--- src/hdl/ooo_macros.svh ---
`ifndef OOO_MACROS_SVH
`define OOO_MACROS_SVH

// Data and instruction word width
`define OOO_XLEN       32
// PC and Wishbone byte address
`define OOO_PC_W       12

// Architectural register index
`define OOO_AREG_W     5
// Physical register file size and index
`define OOO_NUM_PREGS  40
`define OOO_PREG_W     6
// Registers beyond the 32 architectural ones
`define OOO_FREE_DEPTH 8

// Reorder buffer size and tag
`define OOO_ROB_DEPTH  16
`define OOO_ROB_TAG_W  4

`endif

--- src/hdl/ooo_pkg.sv ---
`include "ooo_macros.svh"

package ooo_pkg;

  // Functional unit class, branch kept at 2'b01
  typedef enum logic [1:0] {
    FU_ALU    = 2'b00,
    FU_BRANCH = 2'b01,
    FU_LSU    = 2'b10
  } futype_e;

  // ALU operation class
  // ADD for address calc, CMP for branch, FUNCT from funct3/funct7
  typedef enum logic [1:0] {
    ALU_ADD   = 2'b00,
    ALU_CMP   = 2'b01,
    ALU_FUNCT = 2'b10
  } alu_op_e;

  // ------------------------------
  // Stage payloads
  // ------------------------------

  // Fetch to decode
  typedef struct packed {
    logic [`OOO_XLEN-1:0] instr;
    logic [`OOO_PC_W-1:0] pc;
  } fetch_pkt_t;

  // Decode to rename, architectural register names
  typedef struct packed {
    logic [`OOO_PC_W-1:0]   pc;
    logic [`OOO_AREG_W-1:0] rs1;
    logic [`OOO_AREG_W-1:0] rs2;
    logic [`OOO_AREG_W-1:0] rd;
    logic                   has_dest;
    futype_e                futype;
    alu_op_e                alu_op;
    logic [`OOO_XLEN-1:0]   imm;
  } dec_uop_t;

  // Rename to dispatch, physical register names
  typedef struct packed {
    logic [`OOO_PC_W-1:0]   pc;
    logic [`OOO_PREG_W-1:0] prs1;
    logic [`OOO_PREG_W-1:0] prs2;
    logic [`OOO_PREG_W-1:0] prd;
    logic [`OOO_PREG_W-1:0] old_prd;
    logic                   has_dest;
    futype_e                futype;
    alu_op_e                alu_op;
    logic [`OOO_XLEN-1:0]   imm;
  } ren_uop_t;

  // Issue port payload
  typedef struct packed {
    ren_uop_t                  ren;
    logic [`OOO_ROB_TAG_W-1:0] rob_tag;
  } uop_t;

  // Retirement record, old_prd goes back to the free list
  typedef struct packed {
    logic [`OOO_ROB_TAG_W-1:0] rob_tag;
    logic [`OOO_PREG_W-1:0]    old_prd;
    logic                      has_dest;
  } commit_t;

endpackage

--- src/hdl/ooo_fetch.sv ---
`timescale 1ns/1ps
`include "ooo_macros.svh"

module ooo_fetch (
  input  logic                 clk,
  input  logic                 i_arst_n,
  // Wishbone classic read master
  output logic                 o_wb_cyc,
  output logic                 o_wb_stb,
  output logic [`OOO_PC_W-1:0] o_wb_adr,
  input  logic [`OOO_XLEN-1:0] i_wb_dat,
  input  logic                 i_wb_ack,
  // Fetch packet stream
  output ooo_pkg::fetch_pkt_t  o_pkt,
  output logic                 o_valid,
  input  logic                 i_ready
);

  localparam int PC_W = `OOO_PC_W;

  // Idle only right after reset
  typedef enum logic [1:0] {
    ST_IDLE,
    ST_REQ,
    ST_HOLD
  } state_e;

  state_e          state_q;
  state_e          state_d;
  logic [PC_W-1:0] pc_q;
  logic            ack_take;

  // Bus cycle ends on ack while requesting
  assign ack_take = (state_q == ST_REQ) && i_wb_ack;

  // Cyc and stb share the request state
  assign o_wb_cyc = (state_q == ST_REQ);
  assign o_wb_stb = (state_q == ST_REQ);
  // Address is the PC, held until ack
  assign o_wb_adr = pc_q;

  // Packet register is full only in hold
  assign o_valid  = (state_q == ST_HOLD);

  always_comb begin
    state_d = state_q;
    case (state_q)
      ST_IDLE: state_d = ST_REQ;
      // Wait out the slave's wait states
      ST_REQ:  if (i_wb_ack) state_d = ST_HOLD;
      // Next read once the packet drains
      ST_HOLD: if (i_ready) state_d = ST_REQ;
      default: state_d = ST_IDLE;
    endcase
  end

  always_ff @(posedge clk or negedge i_arst_n) begin
    if (!i_arst_n) begin
      state_q <= ST_IDLE;
      pc_q    <= '0;
    end else begin
      state_q <= state_d;
      // Sequential fetch, no redirect
      if (ack_take) pc_q <= pc_q + PC_W'(4);
    end
  end

  // Data captured in the ack cycle
  always_ff @(posedge clk) begin
    if (ack_take) begin
      o_pkt.instr <= i_wb_dat;
      o_pkt.pc    <= pc_q;
    end
  end

endmodule

--- src/hdl/ooo_skid_buffer.sv ---
`timescale 1ns/1ps

module ooo_skid_buffer #(
  parameter type T = logic [31:0]
) (
  input  logic clk,
  input  logic i_arst_n,
  // Upstream side
  input  T     i_data,
  input  logic i_valid,
  output logic o_ready,
  // Downstream side
  output T     o_data,
  output logic o_valid,
  input  logic i_ready
);

  T     main_q;
  T     skid_q;
  logic main_valid_q;
  logic skid_valid_q;
  logic main_load;
  logic skid_load;

  // Main register free or draining this cycle
  assign main_load = i_ready || !main_valid_q;
  // Downstream stalled, park the incoming beat
  assign skid_load = !main_load && i_valid && !skid_valid_q;

  // Ready straight from a flop
  assign o_ready = !skid_valid_q;
  assign o_valid = main_valid_q;
  assign o_data  = main_q;

  always_ff @(posedge clk or negedge i_arst_n) begin
    if (!i_arst_n) begin
      main_valid_q <= 1'b0;
      skid_valid_q <= 1'b0;
    end else if (main_load) begin
      // Skid entry is older, it goes first
      main_valid_q <= skid_valid_q || i_valid;
      skid_valid_q <= 1'b0;
    end else if (skid_load) begin
      skid_valid_q <= 1'b1;
    end
  end

  always_ff @(posedge clk) begin
    if (main_load) main_q <= skid_valid_q ? skid_q : i_data;
    if (skid_load) skid_q <= i_data;
  end

endmodule

--- src/hdl/ooo_decode.sv ---
`timescale 1ns/1ps
`include "ooo_macros.svh"

module ooo_decode (
  input  ooo_pkg::fetch_pkt_t i_pkt,
  input  logic                i_valid,
  output logic                o_ready,
  output ooo_pkg::dec_uop_t   o_uop,
  output logic                o_valid,
  input  logic                i_ready
);
  import ooo_pkg::*;

  // RV32I major opcodes handled here
  localparam logic [6:0] OPC_OP     = 7'b0110011;
  localparam logic [6:0] OPC_OPIMM  = 7'b0010011;
  localparam logic [6:0] OPC_LOAD   = 7'b0000011;
  localparam logic [6:0] OPC_STORE  = 7'b0100011;
  localparam logic [6:0] OPC_BRANCH = 7'b1100011;

  logic [`OOO_XLEN-1:0] ins;
  logic [6:0]           opcode;
  logic [`OOO_XLEN-1:0] imm_i;
  logic [`OOO_XLEN-1:0] imm_s;
  logic [`OOO_XLEN-1:0] imm_b;
  logic                 writes_rd;

  assign ins    = i_pkt.instr;
  assign opcode = ins[6:0];

  // Sign-extended immediates, B-type has implicit bit 0
  assign imm_i = {{20{ins[31]}}, ins[31:20]};
  assign imm_s = {{20{ins[31]}}, ins[31:25], ins[11:7]};
  assign imm_b = {{19{ins[31]}}, ins[31], ins[7], ins[30:25], ins[11:8], 1'b0};

  // Pure combinational stage
  assign o_valid = i_valid;
  assign o_ready = i_ready;

  always_comb begin
    // Default is OP-IMM, also the fallback for unknown opcodes
    o_uop.pc     = i_pkt.pc;
    o_uop.rs1    = ins[19:15];
    o_uop.rs2    = '0;
    o_uop.futype = FU_ALU;
    o_uop.alu_op = ALU_FUNCT;
    o_uop.imm    = imm_i;
    writes_rd    = 1'b0;
    case (opcode)
      OPC_OP: begin
        o_uop.rs2 = ins[24:20];
        o_uop.imm = '0;
        writes_rd = 1'b1;
      end
      OPC_OPIMM: writes_rd = 1'b1;
      OPC_LOAD: begin
        o_uop.futype = FU_LSU;
        o_uop.alu_op = ALU_ADD;
        writes_rd    = 1'b1;
      end
      // Store and branch reuse the rd field as immediate bits
      OPC_STORE: begin
        o_uop.rs2    = ins[24:20];
        o_uop.futype = FU_LSU;
        o_uop.alu_op = ALU_ADD;
        o_uop.imm    = imm_s;
      end
      OPC_BRANCH: begin
        o_uop.rs2    = ins[24:20];
        o_uop.futype = FU_BRANCH;
        o_uop.alu_op = ALU_CMP;
        o_uop.imm    = imm_b;
      end
      default: writes_rd = 1'b0;
    endcase
    // x0 never gets a physical register
    o_uop.has_dest = writes_rd && (ins[11:7] != '0);
    o_uop.rd       = o_uop.has_dest ? ins[11:7] : '0;
  end

endmodule

--- src/hdl/ooo_rename.sv ---
`timescale 1ns/1ps
`include "ooo_macros.svh"

module ooo_rename (
  input  logic              clk,
  input  logic              i_arst_n,
  // From skid 2
  input  ooo_pkg::dec_uop_t i_uop,
  input  logic              i_valid,
  output logic              o_ready,
  // To skid 3
  output ooo_pkg::ren_uop_t o_uop,
  output logic              o_valid,
  input  logic              i_ready,
  // Retired registers from the ROB
  input  ooo_pkg::commit_t  i_commit,
  input  logic              i_commit_valid
);

  localparam int PREG_W    = `OOO_PREG_W;
  localparam int NUM_AREGS = 2 ** `OOO_AREG_W;
  localparam int FL_DEPTH  = `OOO_FREE_DEPTH;
  localparam int FL_PTR_W  = $clog2(FL_DEPTH);
  localparam int FL_CNT_W  = $clog2(FL_DEPTH + 1);

  // Register alias table
  logic [PREG_W-1:0]   rat_q [NUM_AREGS];

  // Free list FIFO
  logic [PREG_W-1:0]   fl_mem_q [FL_DEPTH];
  logic [FL_PTR_W-1:0] fl_head_q;
  logic [FL_PTR_W-1:0] fl_tail_q;
  logic [FL_CNT_W-1:0] fl_count_q;

  logic fl_empty;
  logic can_alloc;
  logic xfer;
  logic pop;
  logic push;

  // ------------------------------
  // Stall and handshake
  // ------------------------------

  // No bypass of a same-cycle commit push
  assign fl_empty  = (fl_count_q == '0);
  // Only a micro-op with a destination needs a free register
  assign can_alloc = !i_uop.has_dest || !fl_empty;
  assign o_valid   = i_valid && can_alloc;
  assign o_ready   = i_ready && can_alloc;
  assign xfer      = i_valid && o_ready;
  assign pop       = xfer && i_uop.has_dest;
  assign push      = i_commit_valid && i_commit.has_dest;

  // Sources see the RAT before this micro-op's own update
  always_comb begin
    o_uop.pc       = i_uop.pc;
    o_uop.prs1     = rat_q[i_uop.rs1];
    o_uop.prs2     = rat_q[i_uop.rs2];
    o_uop.prd      = i_uop.has_dest ? fl_mem_q[fl_head_q] : '0;
    o_uop.old_prd  = i_uop.has_dest ? rat_q[i_uop.rd] : '0;
    o_uop.has_dest = i_uop.has_dest;
    o_uop.futype   = i_uop.futype;
    o_uop.alu_op   = i_uop.alu_op;
    o_uop.imm      = i_uop.imm;
  end

  // ------------------------------
  // RAT update
  // ------------------------------

  // Identity map out of reset
  always_ff @(posedge clk or negedge i_arst_n) begin
    if (!i_arst_n) begin
      for (int i = 0; i < NUM_AREGS; i++) begin
        rat_q[i] <= PREG_W'(i);
      end
    end else if (pop) begin
      rat_q[i_uop.rd] <= fl_mem_q[fl_head_q];
    end
  end

  // ------------------------------
  // Free list
  // ------------------------------

  // Starts full with the registers above the architectural set
  always_ff @(posedge clk or negedge i_arst_n) begin
    if (!i_arst_n) begin
      for (int i = 0; i < FL_DEPTH; i++) begin
        fl_mem_q[i] <= PREG_W'(`OOO_NUM_PREGS - FL_DEPTH + i);
      end
      fl_head_q  <= '0;
      fl_tail_q  <= '0;
      fl_count_q <= FL_CNT_W'(FL_DEPTH);
    end else begin
      if (push) begin
        fl_mem_q[fl_tail_q] <= i_commit.old_prd;
        fl_tail_q           <= fl_tail_q + 1'b1;
      end
      if (pop) fl_head_q <= fl_head_q + 1'b1;
      // Push and pop together leave the count alone
      if (push && !pop) begin
        fl_count_q <= fl_count_q + 1'b1;
      end else if (pop && !push) begin
        fl_count_q <= fl_count_q - 1'b1;
      end
    end
  end

endmodule

--- src/hdl/ooo_dispatch_rob.sv ---
`timescale 1ns/1ps
`include "ooo_macros.svh"

module ooo_dispatch_rob (
  input  logic                      clk,
  input  logic                      i_arst_n,
  // From skid 3
  input  ooo_pkg::ren_uop_t         i_uop,
  input  logic                      i_valid,
  output logic                      o_ready,
  // Issue port
  output ooo_pkg::uop_t             o_uop,
  output logic                      o_uop_valid,
  input  logic                      i_uop_ready,
  // Completion
  input  logic                      i_cdb_valid,
  input  logic [`OOO_ROB_TAG_W-1:0] i_cdb_tag,
  // In-order retirement
  output ooo_pkg::commit_t          o_commit,
  output logic                      o_commit_valid
);

  localparam int ROB_DEPTH = `OOO_ROB_DEPTH;
  localparam int TAG_W     = `OOO_ROB_TAG_W;
  localparam int CNT_W     = TAG_W + 1;

  logic [TAG_W-1:0]       head_q;
  logic [TAG_W-1:0]       tail_q;
  logic [CNT_W-1:0]       count_q;
  logic [ROB_DEPTH-1:0]   done_q;
  // Entry payload
  logic [ROB_DEPTH-1:0]   has_dest_q;
  logic [`OOO_PREG_W-1:0] old_prd_q [ROB_DEPTH];

  logic rob_full;
  logic alloc;
  logic retire;

  // ------------------------------
  // Dispatch side
  // ------------------------------

  assign rob_full    = (count_q == CNT_W'(ROB_DEPTH));
  assign o_uop_valid = i_valid && !rob_full;
  assign o_ready     = i_uop_ready && !rob_full;
  assign alloc       = i_valid && o_ready;

  // Tail slot is the tag
  assign o_uop.ren     = i_uop;
  assign o_uop.rob_tag = tail_q;

  // ------------------------------
  // Commit side
  // ------------------------------

  // Done flag is clear on free entries
  assign retire           = done_q[head_q];
  assign o_commit_valid   = retire;
  assign o_commit.rob_tag  = head_q;
  assign o_commit.old_prd  = old_prd_q[head_q];
  assign o_commit.has_dest = has_dest_q[head_q];

  always_ff @(posedge clk or negedge i_arst_n) begin
    if (!i_arst_n) begin
      head_q  <= '0;
      tail_q  <= '0;
      count_q <= '0;
      done_q  <= '0;
    end else begin
      if (alloc) begin
        done_q[tail_q] <= 1'b0;
        tail_q         <= tail_q + 1'b1;
      end
      // Outside completes only tags it already holds
      if (i_cdb_valid) done_q[i_cdb_tag] <= 1'b1;
      if (retire) begin
        done_q[head_q] <= 1'b0;
        head_q         <= head_q + 1'b1;
      end
      if (alloc && !retire) begin
        count_q <= count_q + 1'b1;
      end else if (retire && !alloc) begin
        count_q <= count_q - 1'b1;
      end
    end
  end

  always_ff @(posedge clk) begin
    if (alloc) begin
      old_prd_q[tail_q]  <= i_uop.old_prd;
      has_dest_q[tail_q] <= i_uop.has_dest;
    end
  end

endmodule

--- src/hdl/ooo_frontend_top.sv ---
`timescale 1ns/1ps
`include "ooo_macros.svh"

module ooo_frontend_top (
  input  logic                      clk,
  input  logic                      i_arst_n,
  // Wishbone classic to instruction memory
  output logic                      o_wb_cyc,
  output logic                      o_wb_stb,
  output logic [`OOO_PC_W-1:0]      o_wb_adr,
  input  logic [`OOO_XLEN-1:0]      i_wb_dat,
  input  logic                      i_wb_ack,
  // Issue port
  output ooo_pkg::uop_t             o_uop,
  output logic                      o_uop_valid,
  input  logic                      i_uop_ready,
  // Completion
  input  logic                      i_cdb_valid,
  input  logic [`OOO_ROB_TAG_W-1:0] i_cdb_tag,
  // Retirement
  output ooo_pkg::commit_t          o_commit,
  output logic                      o_commit_valid
);
  import ooo_pkg::*;

  // Fetch to decode
  fetch_pkt_t f_pkt;
  fetch_pkt_t s1_pkt;
  logic       f_valid;
  logic       f_ready;
  logic       s1_valid;
  logic       s1_ready;

  // Decode to rename
  dec_uop_t   d_uop;
  dec_uop_t   s2_uop;
  logic       d_valid;
  logic       d_ready;
  logic       s2_valid;
  logic       s2_ready;

  // Rename to dispatch
  ren_uop_t   r_uop;
  ren_uop_t   s3_uop;
  logic       r_valid;
  logic       r_ready;
  logic       s3_valid;
  logic       s3_ready;

  ooo_fetch u_fetch (
    .clk      (clk),
    .i_arst_n (i_arst_n),
    .o_wb_cyc (o_wb_cyc),
    .o_wb_stb (o_wb_stb),
    .o_wb_adr (o_wb_adr),
    .i_wb_dat (i_wb_dat),
    .i_wb_ack (i_wb_ack),
    .o_pkt    (f_pkt),
    .o_valid  (f_valid),
    .i_ready  (f_ready)
  );

  ooo_skid_buffer #(.T(fetch_pkt_t)) u_skid_fetch (
    .clk      (clk),
    .i_arst_n (i_arst_n),
    .i_data   (f_pkt),
    .i_valid  (f_valid),
    .o_ready  (f_ready),
    .o_data   (s1_pkt),
    .o_valid  (s1_valid),
    .i_ready  (s1_ready)
  );

  ooo_decode u_decode (
    .i_pkt   (s1_pkt),
    .i_valid (s1_valid),
    .o_ready (s1_ready),
    .o_uop   (d_uop),
    .o_valid (d_valid),
    .i_ready (d_ready)
  );

  ooo_skid_buffer #(.T(dec_uop_t)) u_skid_decode (
    .clk      (clk),
    .i_arst_n (i_arst_n),
    .i_data   (d_uop),
    .i_valid  (d_valid),
    .o_ready  (d_ready),
    .o_data   (s2_uop),
    .o_valid  (s2_valid),
    .i_ready  (s2_ready)
  );

  // Commit feeds the free list and the output together
  ooo_rename u_rename (
    .clk            (clk),
    .i_arst_n       (i_arst_n),
    .i_uop          (s2_uop),
    .i_valid        (s2_valid),
    .o_ready        (s2_ready),
    .o_uop          (r_uop),
    .o_valid        (r_valid),
    .i_ready        (r_ready),
    .i_commit       (o_commit),
    .i_commit_valid (o_commit_valid)
  );

  ooo_skid_buffer #(.T(ren_uop_t)) u_skid_rename (
    .clk      (clk),
    .i_arst_n (i_arst_n),
    .i_data   (r_uop),
    .i_valid  (r_valid),
    .o_ready  (r_ready),
    .o_data   (s3_uop),
    .o_valid  (s3_valid),
    .i_ready  (s3_ready)
  );

  ooo_dispatch_rob u_dispatch_rob (
    .clk            (clk),
    .i_arst_n       (i_arst_n),
    .i_uop          (s3_uop),
    .i_valid        (s3_valid),
    .o_ready        (s3_ready),
    .o_uop          (o_uop),
    .o_uop_valid    (o_uop_valid),
    .i_uop_ready    (i_uop_ready),
    .i_cdb_valid    (i_cdb_valid),
    .i_cdb_tag      (i_cdb_tag),
    .o_commit       (o_commit),
    .o_commit_valid (o_commit_valid)
  );

endmodule

--- config.mk ---
export PLATFORM = sky130hd
export DESIGN_NAME = ooo_frontend_top
export DESIGN_NICKNAME = d
export VERILOG_FILES = /design/src/hdl/ooo_pkg.sv /design/src/hdl/ooo_fetch.sv /design/src/hdl/ooo_skid_buffer.sv /design/src/hdl/ooo_decode.sv /design/src/hdl/ooo_rename.sv /design/src/hdl/ooo_dispatch_rob.sv /design/src/hdl/ooo_frontend_top.sv
export VERILOG_INCLUDE_DIRS = /design/src /design/src/hdl
export SDC_FILE = /design/constraint.sdc
export NUM_CORES = 1
export LEC_CHECK = 0
export BUFFER_PORTS_ARGS = -buffer_cell sky130_fd_sc_hd__buf_2
export CAP_MARGIN = 30
export CELL_PAD_IN_SITES_DETAIL_PLACEMENT = 0
export CELL_PAD_IN_SITES_GLOBAL_PLACEMENT = 1
export CORE_MARGIN = 10
export CORE_UTILIZATION = 45
export DETAILED_ROUTE_END_ITERATION = 12
export HOLD_SLACK_MARGIN = 0.03
export PLACE_DENSITY = 0.81
export SYNTH_ARGS = -nofsm -noshare
export SYNTH_HDL_FRONTEND = slang
export SYNTH_SLANG_ARGS = --single-unit
--- constraint.sdc ---
create_clock -name clk -period 16.6 [get_ports clk]
set_input_delay 0 -clock clk [delete_from_list [all_inputs] [get_ports clk]]
set_output_delay 0 -clock clk [all_outputs]
set_load 0.02 [all_outputs]
Word level (Yosys, flattened, before mapping)
Memories as Yosys holds them, arrays and structs flattened.
Cells that the tools add are included.
Cells by class
  add/sub/neg operators: 9
  magnitude comparators: 13
  reductions and logical operators: 60
  bitwise operators: 10
  equal/unequal tests: 10
  multiplexer cells: 57
Operators with widths (number)
  bitwise mux 192 bit: 1
  case mux 32 bit (3 select lines): 1
  binary-select mux 6 bit (select 5 bit): 3
  2-to-1 mux 73 bit: 1
  2-to-1 mux 6 bit: 12
  2-to-1 mux 64 bit: 1
  bitwise mux 48 bit: 1
  2-to-1 mux 16 bit: 3
  2-to-1 mux 44 bit: 1
  AND 16 bit: 2
  NOT 16 bit: 2
  demux 6 bit (select 5 bit): 1
  logical AND 1 bit: 25
  2-to-1 mux 5 bit: 4
  binary-select mux 6 bit (select 3 bit): 1
  demux 6 bit (select 3 bit): 1
  greater-or-equal comparator 6 bit (second input constant): 3
  NOT 5 -> 6 bit: 3
  bitwise mux 16 bit: 1
  zero test 1 bit: 16
  bitwise OR 16 bit: 1
  less-than comparator 4 x 5 -> 1 bit (second input constant): 3
  equality test 7 x 6 -> 1 bit (second input constant): 2
  2-to-1 mux 1 bit: 14
  other kinds (33): 56
Storage, ports and cells
  memories kept: 1
  input bits: 41
  output and inout bits: 104
  register bits: 721
  memory bits (writable): 96
  word-level logic and storage cells: 256
Memories
  u_dispatch_rob.old_prd_q: depth 16, width 6, read ports 1, clocked after memory_dff 0, wr ports 1, line ooo_dispatch_rob.sv:33  | logic [`OOO_PREG_W-1:0] old_prd_q [ROB_DEPTH];

Longest topological paths before layout
Gate-level depths: netlist of the first run.
  word-level depth: 11
  gate-level depth with buffers: 16
  depth with buffers taken out: 13

By module
A second synthesis of the first run with hierarchy kept.
Unflattened totals
  cell total of the unflattened synthesis: 2545
  area, all modules: 37753.7 µm²
By module, submodules not included
  ooo_rename: sequential area each 6382.4 µm², cells each 1340, area an instance 14965.6 µm², instances 1
  ooo_dispatch_rob: sequential area each 4088.9 µm², cells each 441, area an instance 6676.4 µm², instances 1
  ooo_skid_buffer (u_skid_rename): sequential area each 4434.3 µm², cells each 235, area an instance 5465.2 µm², instances 1
  ooo_skid_buffer (u_skid_decode): sequential area each 3893.7 µm², cells each 207, area an instance 4778.3 µm², instances 1
  ooo_skid_buffer (u_skid_fetch): sequential area each 2692.6 µm², cells each 145, area an instance 3368.2 µm², instances 1
  ooo_fetch: sequential area each 1561.5 µm², cells each 95, area an instance 1850.5 µm², instances 1
  ooo_decode: sequential area each 0.0 µm², cells each 82, area an instance 649.4 µm², instances 1

Worst setup path before layout of the first run
OpenSTA, ideal clock, no wires.
  kind: register to register
  start: reg u_rename.fl_count_q[3]
  end: reg u_skid_decode.skid_q[0] (netlist name) (enable)
  arrival time: 6.520 ns
  buffers on the path: 1
  cell stages (with the launch flop): 6
  library setup time: 0.852 ns
  clock period less this slack: 7.372 ns
  required time: 15.748 ns
  slack: 9.228 ns
  cells stage by stage: dfstp_2 > or4_1 > clkbuf_1 > nor2_1 > o21ai_0 > nor3b_1
Between the ends
  cells in the longest elaborated chain, start to end: 8
RTL lines
  from (decl): line ooo_rename.sv:33  | logic [FL_CNT_W-1:0] fl_count_q;
  from (signal assigned): line ooo_rename.sv:95  | fl_count_q <= FL_CNT_W'(FL_DEPTH);
  from (signal assigned): line ooo_rename.sv:104  | fl_count_q <= fl_count_q + 1'b1;
  from (signal assigned): line ooo_rename.sv:106  | fl_count_q <= fl_count_q - 1'b1;
  zero test 4 bit: line ooo_rename.sv:46  | assign fl_empty = (fl_count_q == '0);
  zero test 1 bit: line ooo_rename.sv:48  | assign can_alloc = !i_uop.has_dest || !fl_empty;
  logical OR 1 bit: line ooo_rename.sv:48
  logical AND 1 bit: line ooo_rename.sv:50  | assign o_ready = i_ready && can_alloc;
  logical OR 1 bit: line ooo_skid_buffer.sv:26  | assign main_load = i_ready || !main_valid_q;
  via u_skid_decode.main_load: line ooo_skid_buffer.sv:22  | logic main_load;
  zero test 1 bit: line ooo_skid_buffer.sv:28  | assign skid_load = !main_load && i_valid && !skid_valid_q;
  logical AND 1 bit (2 in series): line ooo_skid_buffer.sv:28
  via u_skid_decode.skid_load: line ooo_skid_buffer.sv:23  | logic skid_load;
  to (signal assigned): line ooo_skid_buffer.sv:50  | if (skid_load) skid_q <= i_data;
  to (decl): line ooo_skid_buffer.sv:19  | T skid_q;
The timed path passes the listed nets, and every way through them passes these cells.
A chain may end at the register's enable or synchronous reset.

Final worst setup path of the first run
  start: reg u_dispatch_rob.head_q[0]
  end: reg u_dispatch_rob.count_q[4]
Between the ends
  cells in the longest elaborated chain, start to end: 5
  elaborated cells between the ends (all ways): 7
  those cells by class: mux: 3; reduce/logical: 4
RTL lines
  from (decl): line ooo_dispatch_rob.sv:27  | logic [TAG_W-1:0] head_q;
  from (signal assigned): line ooo_dispatch_rob.sv:78  | head_q <= head_q + 1'b1;
  binary-select mux 1 bit (select 4 bit) (*): line ooo_dispatch_rob.sv:57  | assign retire = done_q[head_q];
  2-to-1 mux 1 bit (not written as such) (*): line ooo_dispatch_rob.sv:57
  zero test 1 bit: line ooo_dispatch_rob.sv:80  | if (alloc && !retire) begin
  logical AND 1 bit: line ooo_dispatch_rob.sv:80
  2-to-1 mux 5 bit or nonzero test 2 bit (tied branches)
  to (signal assigned): line ooo_dispatch_rob.sv:81  | count_q <= count_q + 1'b1;
  to (signal assigned): line ooo_dispatch_rob.sv:83  | count_q <= count_q - 1'b1;
  to (decl): line ooo_dispatch_rob.sv:29  | logic [CNT_W-1:0] count_q;
Mark *: on every way between the ends. The rest lies on a longest branch, timed or not. The select of a mux whose other input is x is not followed.

==> reports/qor.yml, run 1 <==
synth_area_sq_um: 32170
track_usage: 0.1819
ys_top_cells_by_area: "edfxtp_1 (39%), dfrtp_1 (15%), mux4_2 (13%)"
p_leak_uw: 0.01365
intPower_uw: 3469
p_switching_uw: 1485
wl_per_cell_microns: 23.15
synth.top_cell.area_share: 0.3874
postPlaceCellArea_sq_um: 33720
start_util: 0.4570
r2r-start: "u_dispatch_rob.head_q[0]"
grt_pass1_wl_microns: 117100
clkTransAtPathRegs_ns: 0.06
seq_area_frac_synth: 0.6224
relSlewSlack: 0.3085
vias: 18710
dr.pass1.iters: 5
post-synth-top-count-cell: "edfxtp_1"
period_minus_slack_ns: 4.365
peakVddDrop_mv: 0.1060
grt_max_degree: 102
combPwrFrac: 0.213
yosysWarnings: 0
clk_path_buf_depth: 3
insertion_delay_ns: 0.63
hold_path.class: "in2async"
core_area_sq_um: 70390
finalSetupTns_ns: 0
finClkSkew_ns: 0.02560
via_per_inst: 5.760
tritoncts: "yes"
crit_path_max_fanout: 37
drc_errors: 0
ys.flop_type: "edfxtp_1"
netlist-cell-type-count: 62
antenna_left: 0
synth_edf_count: 415
clock-sinks: 712
rr_worst_depth: 14
drt-total-wl_microns: 75180
grt_overflow: 0
dieArea_sq_um: 82580
crit_required_ns: 17.15
power.total_uw: 4954
cts_resized: 0
p_seq_frac: 0.450
hold_viol: 0
timing.final.crit_share: 0.2629
dpl_worst_slack_ns: 12.24
power_frac_clock: 0.336
rows: 97
rsz0062_at_grt: "no"
async_flop_share: 0.4171
grt_antenna_before_repair: 2
globalplace.congestion: 0.8537
r2r-end: "u_dispatch_rob.count_q[4]"
critPathCaptureType: "flip-flop"
die_x_microns: 287.4
final_max_slew_viol_count: 0
port_buffers: 137
layout.nets: 2305
first_iter_violations: 1666
grt_pass1_vias: 19530
cts_root_buf: "clkbuf_16"
yosys-top-cells-count: "edfxtp_1 (415), nor2_1 (238), dfrtp_1 (196), mux4_2 (187), a21oi_1 (172)"
power.density_nw_per_um2: 135.1
drive_gt1_frac: 0.3342
dpl.hpwl_microns: 48610
max_slew.worst_pin.slew_ns: 1.033
reg2reg_slack_ns: 12.24
ios: 145
cts_made_buffers: 77
syn_area_per_cell_sq_um: 15.24
syn_inst: 2111
ys_seq_elements: 712
post-synth-top-area-cell: "edfxtp_1"
cap_violations: 0
crit_path_start_kind: "flip-flop"
status: "finished, final reports clean"
swShare: 0.2998
setup_viol: 0
syn_to_final_growth_pct: 13.99
final_area_sq_um: 36670
fillCellCount: 5697
crit_arrival_ns: 4.91
path_class: "reg2reg"
setup_slack_ns: 12.24
timing.fmax_mhz: 229.1
htree_levels: 3
dieHeight_microns: 287.4
==> placed cells by master (no fill, tap or decap), drive strengths merged, types with 4 or more instances in the layout <==
cell type,instances
nor3b,8
nor2b,16
mux4,194
nand4,13
a32oi,13
a31oi,4
a21o,5
mux2i,55
dfrtp,196
and2,28
inv,25
buf,176
conb,4
clkinv,25
xnor2,19
dfstp,101
edfxtp,415
o31ai,7
o21ai,46
nand2,78
a221oi,12
a22oi,31
xor2,8
clkbuf,108
nor2,238
nand3,13
ha,18
mux2,169
a22o,22
a21oi,172
dlygate4sd3,41
==> power groups by stage <==
stage | registers, uW | logic, uW | clock network [uW]
detailed placement | 2260 | 1050 | 0
global placement | 2250 | 996 | 0
finish | 2230 | 1060 | 1670
floorplan | 2240 | 724 | 0
global route | 2250 | 1130 | 1780
CTS | 2230 | 1060 | 1700
==> metal layers <==
layer	vias up	wire length, microns	GRT usage
li1	8341	-	-
met1	9577	30750	0.2377
met2	629	37340	0.2997
met3	163	4509	0.03288
met4	0	2578	0.06833
met5	-	0	0
==> sequential cells by signal, summed over array words and instances (netlist names), 5 cells and up <==
| register | cells |
|---|---|
| u_fetch.o_pkt | 39 |
| u_skid_decode.skid_q | 42 |
| u_dispatch_rob.done_q | 16 |
| u_dispatch_rob.has_dest_q | 16 |
| u_skid_rename.o_data | 51 |
| u_rename.rat_q | 192 |
| u_skid_fetch.skid_q | 39 |
| u_skid_fetch.o_data | 39 |
| u_rename.fl_mem_q | 48 |
| u_dispatch_rob.old_prd_q | 96 |
| u_skid_decode.o_data | 42 |
| u_skid_rename.skid_q | 51 |
| u_fetch.o_wb_adr | 10 |
| u_dispatch_rob.count_q | 5 |
==> critical path, cell delays in order (launching register included) <==
cell and delay [ns]:
dfrtp_2 0.34, buf_4 0.53, mux4_2 0.59, a22oi_1 0.24, nand2_1 0.41, buf_4 0.38
inv_1 0.10, ha_1 0.23, inv_1 0.10, ha_1 0.32, nor2b_1 0.15, o21a_1 0.18
or3_1 0.30, a21oi_1 0.19, xor2_1 0.17
==> kinds of logic after synthesis <==
kind of cell               after synthesis  share of synthesized area
buffers and inverters                  186                    0.02769
muxes                                  418                     0.2129
AOI/OAI and AO/OA                      321                    0.06002
xor gates and xnor gates                27                   0.007351
DFF                                    712                     0.6224
other                                    1                  0.0001166
and+or+nand+nor                        426                    0.06130
adders and majority gates               20                   0.008246
==> worst max-delay path by stage <==
stage,startpoint,to,slack [ns],depth (start not counted)
2_1_floorplan,u_rename.fl_count_q[3],u_skid_decode.skid_q[0],9.23,5
3_3_place_gp,u_dispatch_rob.head_q[0],u_dispatch_rob.count_q[4],12.35,14
3_5_place_dp,u_dispatch_rob.head_q[0],u_dispatch_rob.count_q[4],12.24,14
4_1_cts,u_dispatch_rob.head_q[0],u_dispatch_rob.count_q[4],12.21,14
5_1_grt,u_dispatch_rob.head_q[0],u_dispatch_rob.count_q[4],11.93,14
6_report,u_dispatch_rob.head_q[0],u_dispatch_rob.count_q[4],12.24,14
==> per-stage QoR <==
| step | hold WS [ns] | std cells | util |
|---|---|---|---|
| 2_1_floorplan | -0.2956 | 2114 | - |
| 3_3_place_gp | 0.08105 | 3052 | 0.4766 |
| 3_5_place_dp | 0.1088 | 3061 | 0.4790 |
| 4_1_cts | 0.06215 | 3244 | 0.5201 |
| 5_1_grt | 0.07441 | 3248 | 0.5209 |
| 6_report | 0.03988 | 3248 | 0.5209 |
==> what timing repair did <==
| item | in CTS | in global routing |
|---|---|---|
| endpoints found under the hold margin | 152 | 0 |
| setup buffers | 0 | 0 |
| hold buffers | 41 | 0 |
==> layout make-up <==
cell class | count | area, sq um | share of cell area
clock buffer | 108 | 2156 | 0.05879
inverter | 20 | 75.07 | 0.002047
sequential | 712 | 20030 | 0.5461
tap | 940 | 1176 | 0.03207
timing repair buffer | 217 | 1535 | 0.04187
clock inverter | 34 | 322.8 | 0.008803
antenna | 1 | 2.502 | 0.00006824
multi-input combinational | 1216 | 11380 | 0.3102
Power figures use the tool's default switching activity.
==> run 2, diff against run 1 <==
- ABC_AREA: default -> 1
- CORE_UTILIZATION: 45 -> 43
- PLACE_DENSITY: 0.81 -> 0.87
- clock period: 16.6 -> 3.7 ns (I/O delays scaled with it)
==> reports/qor.yml, run 2 <==
grt_use_met3: 0.03787
syn_area_per_cell_sq_um: 8.634
timing.final.crit_share: 0.8085
period_minus_slack_ns: 2.991
post-synth-top-area-cell: "edfxtp_1"
async_flop_share: 0.4171
core_area_sq_um: 79390
critPathTopFamily: "simple AND/OR/NAND/NOR gates"
setup_slack_ns: 0.7086
syn_to_final_growth_pct: 13.39
hold_viol: 0
cts_made_buffers: 74
grt_pass1_wl_microns: 161400
rows: 103
grt_antenna_before_repair: 0
grt.busiest_layer: "met2"
crit_chain: "inv_2, nand2_1, nand3_1, nand2_1, nand2_1, nand2_1, nor2_2, nor2_8, ha_1, inv_1, ha_1, a21o_1, a21oi_1, nor2_1, nor2_1, xor2_1"
layout.nets: 4166
dr.pass1.iters: 6
grt_overflow: 0
grt_max_degree: 103
intPower_uw: 16540
die_x_microns: 303.6
power_frac_clock: 0.300
swShare: 0.3723
clock-sinks: 712
dpl.hpwl_microns: 65890
dieHeight_microns: 303.6
globalplace.congestion: 0.9259
top_register: "u_rename.rat_q"
power.total_uw: 26350
post-synth-top-count-cell: "nand2_1"
grt_use_met1: 0.2939
synth_area_sq_um: 34580
top_regs: "u_rename.rat_q x192, u_dispatch_rob.old_prd_q x96"
p_seq_frac: 0.398
drt-total-wl_microns: 104100
hold_path.class: "in2reg"
cts_root_buf: "clkbuf_16"
ys.flop_type: "edfxtp_1"
yosysWarnings: 0
via_per_inst: 5.406
netlist-cell-type-count: 41
cpPeakStageDelay_ns: 0.42
dpl_worst_slack_ns: 0.7215
synth_edf_count: 415
status: "finished, final reports clean"
combPwrFrac: 0.302
wl_per_cell_microns: 19.97
finalSetupTns_ns: 0
rsz0062_at_grt: "no"
dieArea_sq_um: 92160
htree_levels: 3
p_switching_uw: 9810
start_util: 0.4356
clk_path_buf_depth: 3
cp_slowest_cell: "inv_2"
met2_usage: 0.3653
setup_viol: 0
path_class: "reg2reg"
largest_reg_flops: 192
final_cell_mix: "nand2_1 (1,500), edfxtp_1 (415), nand3_1 (396), nor2_1 (333), o21ai_0 (268)"
port_buffers: 137
peakVddDrop_mv: 0.6042
ios: 145
grt_pass1_vias: 27300
p_leak_uw: 0.01653
crit_path_max_fanout: 32
max_slew.worst_pin.slew_ns: 0.8936
drc_errors: 0
crit_arrival_ns: 3.53
drive_gt1_frac: 0.1194
critPathBufInv: 2
yosys-top-cells-count: "nand2_1 (1,503), edfxtp_1 (415), nand3_1 (397), nor2_1 (337), o21ai_0 (268)"
synth.top_cell.area_share: 0.3604
insertion_delay_ns: 0.62
ys_seq_elements: 712
diodes: 0
cts_resized: 0
first_iter_violations: 3043
layout.cells.most_common: "nand2_1"
power.density_nw_per_um2: 671.9
cpMostUsedCell: "nand2_1"
relSlewSlack: 0.4021
seq_area_frac_synth: 0.5790
crit_path_start_kind: "flip-flop"
syn_inst: 4005
cap_violations: 0
critPathCaptureType: "flip-flop"
crit_required_ns: 4.24
antenna_left: 0
final_max_slew_viol_count: 0
timing.fmax_mhz: 334.3
ys_top_cells_by_area: "edfxtp_1 (36%), nand2_1 (16%), dfrtp_1 (14%)"
tritoncts: "yes"
clkTransAtPathRegs_ns: 0.07
finClkSkew_ns: 0.01747
track_usage: 0.2244
vias: 28190
==> run 2: path summary, 6_finish.rpt <==
path	startpoint	endpoint	slack [ns]	cells after the start
min	i_wb_dat[21]	u_fetch.o_pkt[33]	0.1	2
max reg2reg	u_dispatch_rob.head_q[0]	u_rename.fl_count_q[3]	0.71	16
max in group asynchronous	i_arst_n	u_dispatch_rob.head_q[0]	1.51	4
max	u_dispatch_rob.head_q[0]	u_rename.fl_count_q[3]	0.71	16
min reg2reg	u_fetch.o_pkt[32]	u_skid_fetch.skid_q[32]	0.45	0
min in group asynchronous	i_arst_n	u_rename.rat_q[109]	0.53	3
==> run 2: through the flow <==
| step | hold slack [ns] | instances | instance area (sq um) | utilization |
|---|---|---|---|---|
| CTS | 0.06082 | 5214 | 39210 | 0.4939 |
| finish | 0.09668 | 5214 | 39210 | 0.4939 |
| global route | 0.09128 | 5214 | 39210 | 0.4939 |
| global placement | 0.04790 | 5034 | 36190 | 0.4558 |
| detailed placement | 0.04379 | 5035 | 36210 | 0.4562 |
| floorplan | -0.2956 | 4008 | 34610 | - |
==> run 2: metal layers <==
metal / share of wire / routed length (microns) / vias up
met5: 0 / 0 / -
met1: 0.41 / 42370 / 13380
li1: - / - / 13350
met4: 0.040 / 4190 / 0
met3: 0.085 / 8866 / 234
met2: 0.47 / 48690 / 1228
==> run 2: cell type report <==
class,count,area [sq um]
Clock inverter,42,530.5
Timing Repair Buffer,263,1922
Clock buffer,93,2026
Inverter,227,852.1
Fill cell,7386,40180
Sequential cell,712,20020
Tap cell,1050,1314
Multi-Input combinational cell,2827,12540
==> run 2: what timing repair did <==
item / in CTS / in global routing
hold endpoints to repair: 310 / 0
buffers inserted: 0 / 0
hold buffers: 44 / 0
==> run 2: kinds of logic after synthesis <==
family          Yosys count  synth area share
simple gates           2317            0.2767
flops                   712            0.5790
buf+inv                 469           0.06050
compound gates          462           0.06987
xor+xnor                 23          0.005825
fa+ha+maj                20          0.007671
other cells               1         0.0001084
mux                       1         0.0003256
==> run 2: power groups by stage <==
| stage | registers, uW | clock network, uW | logic (uW) |
|---|---|---|---|
| global route | 10600 | 8320 | 8660 |
| CTS | 10500 | 7990 | 7920 |
| finish | 10500 | 7900 | 7970 |
| detailed placement | 10600 | 0 | 7850 |
| global placement | 10600 | 0 | 7760 |
| floorplan | 10700 | 0 | 4910 |
==> run 2: worst reg2reg max path, cell delays in order (launching register included) <==
cell and delay, ns:
dfrtp_2 0.40, inv_2 0.42, nand2_1 0.12, nand3_1 0.09
nand2_1 0.06, nand2_1 0.06, nand2_1 0.08, nor2_2 0.31
nor2_8 0.06, ha_1 0.23, inv_1 0.13, ha_1 0.25
a21o_1 0.18, a21oi_1 0.16, nor2_1 0.06, nor2_1 0.13
xor2_1 0.17
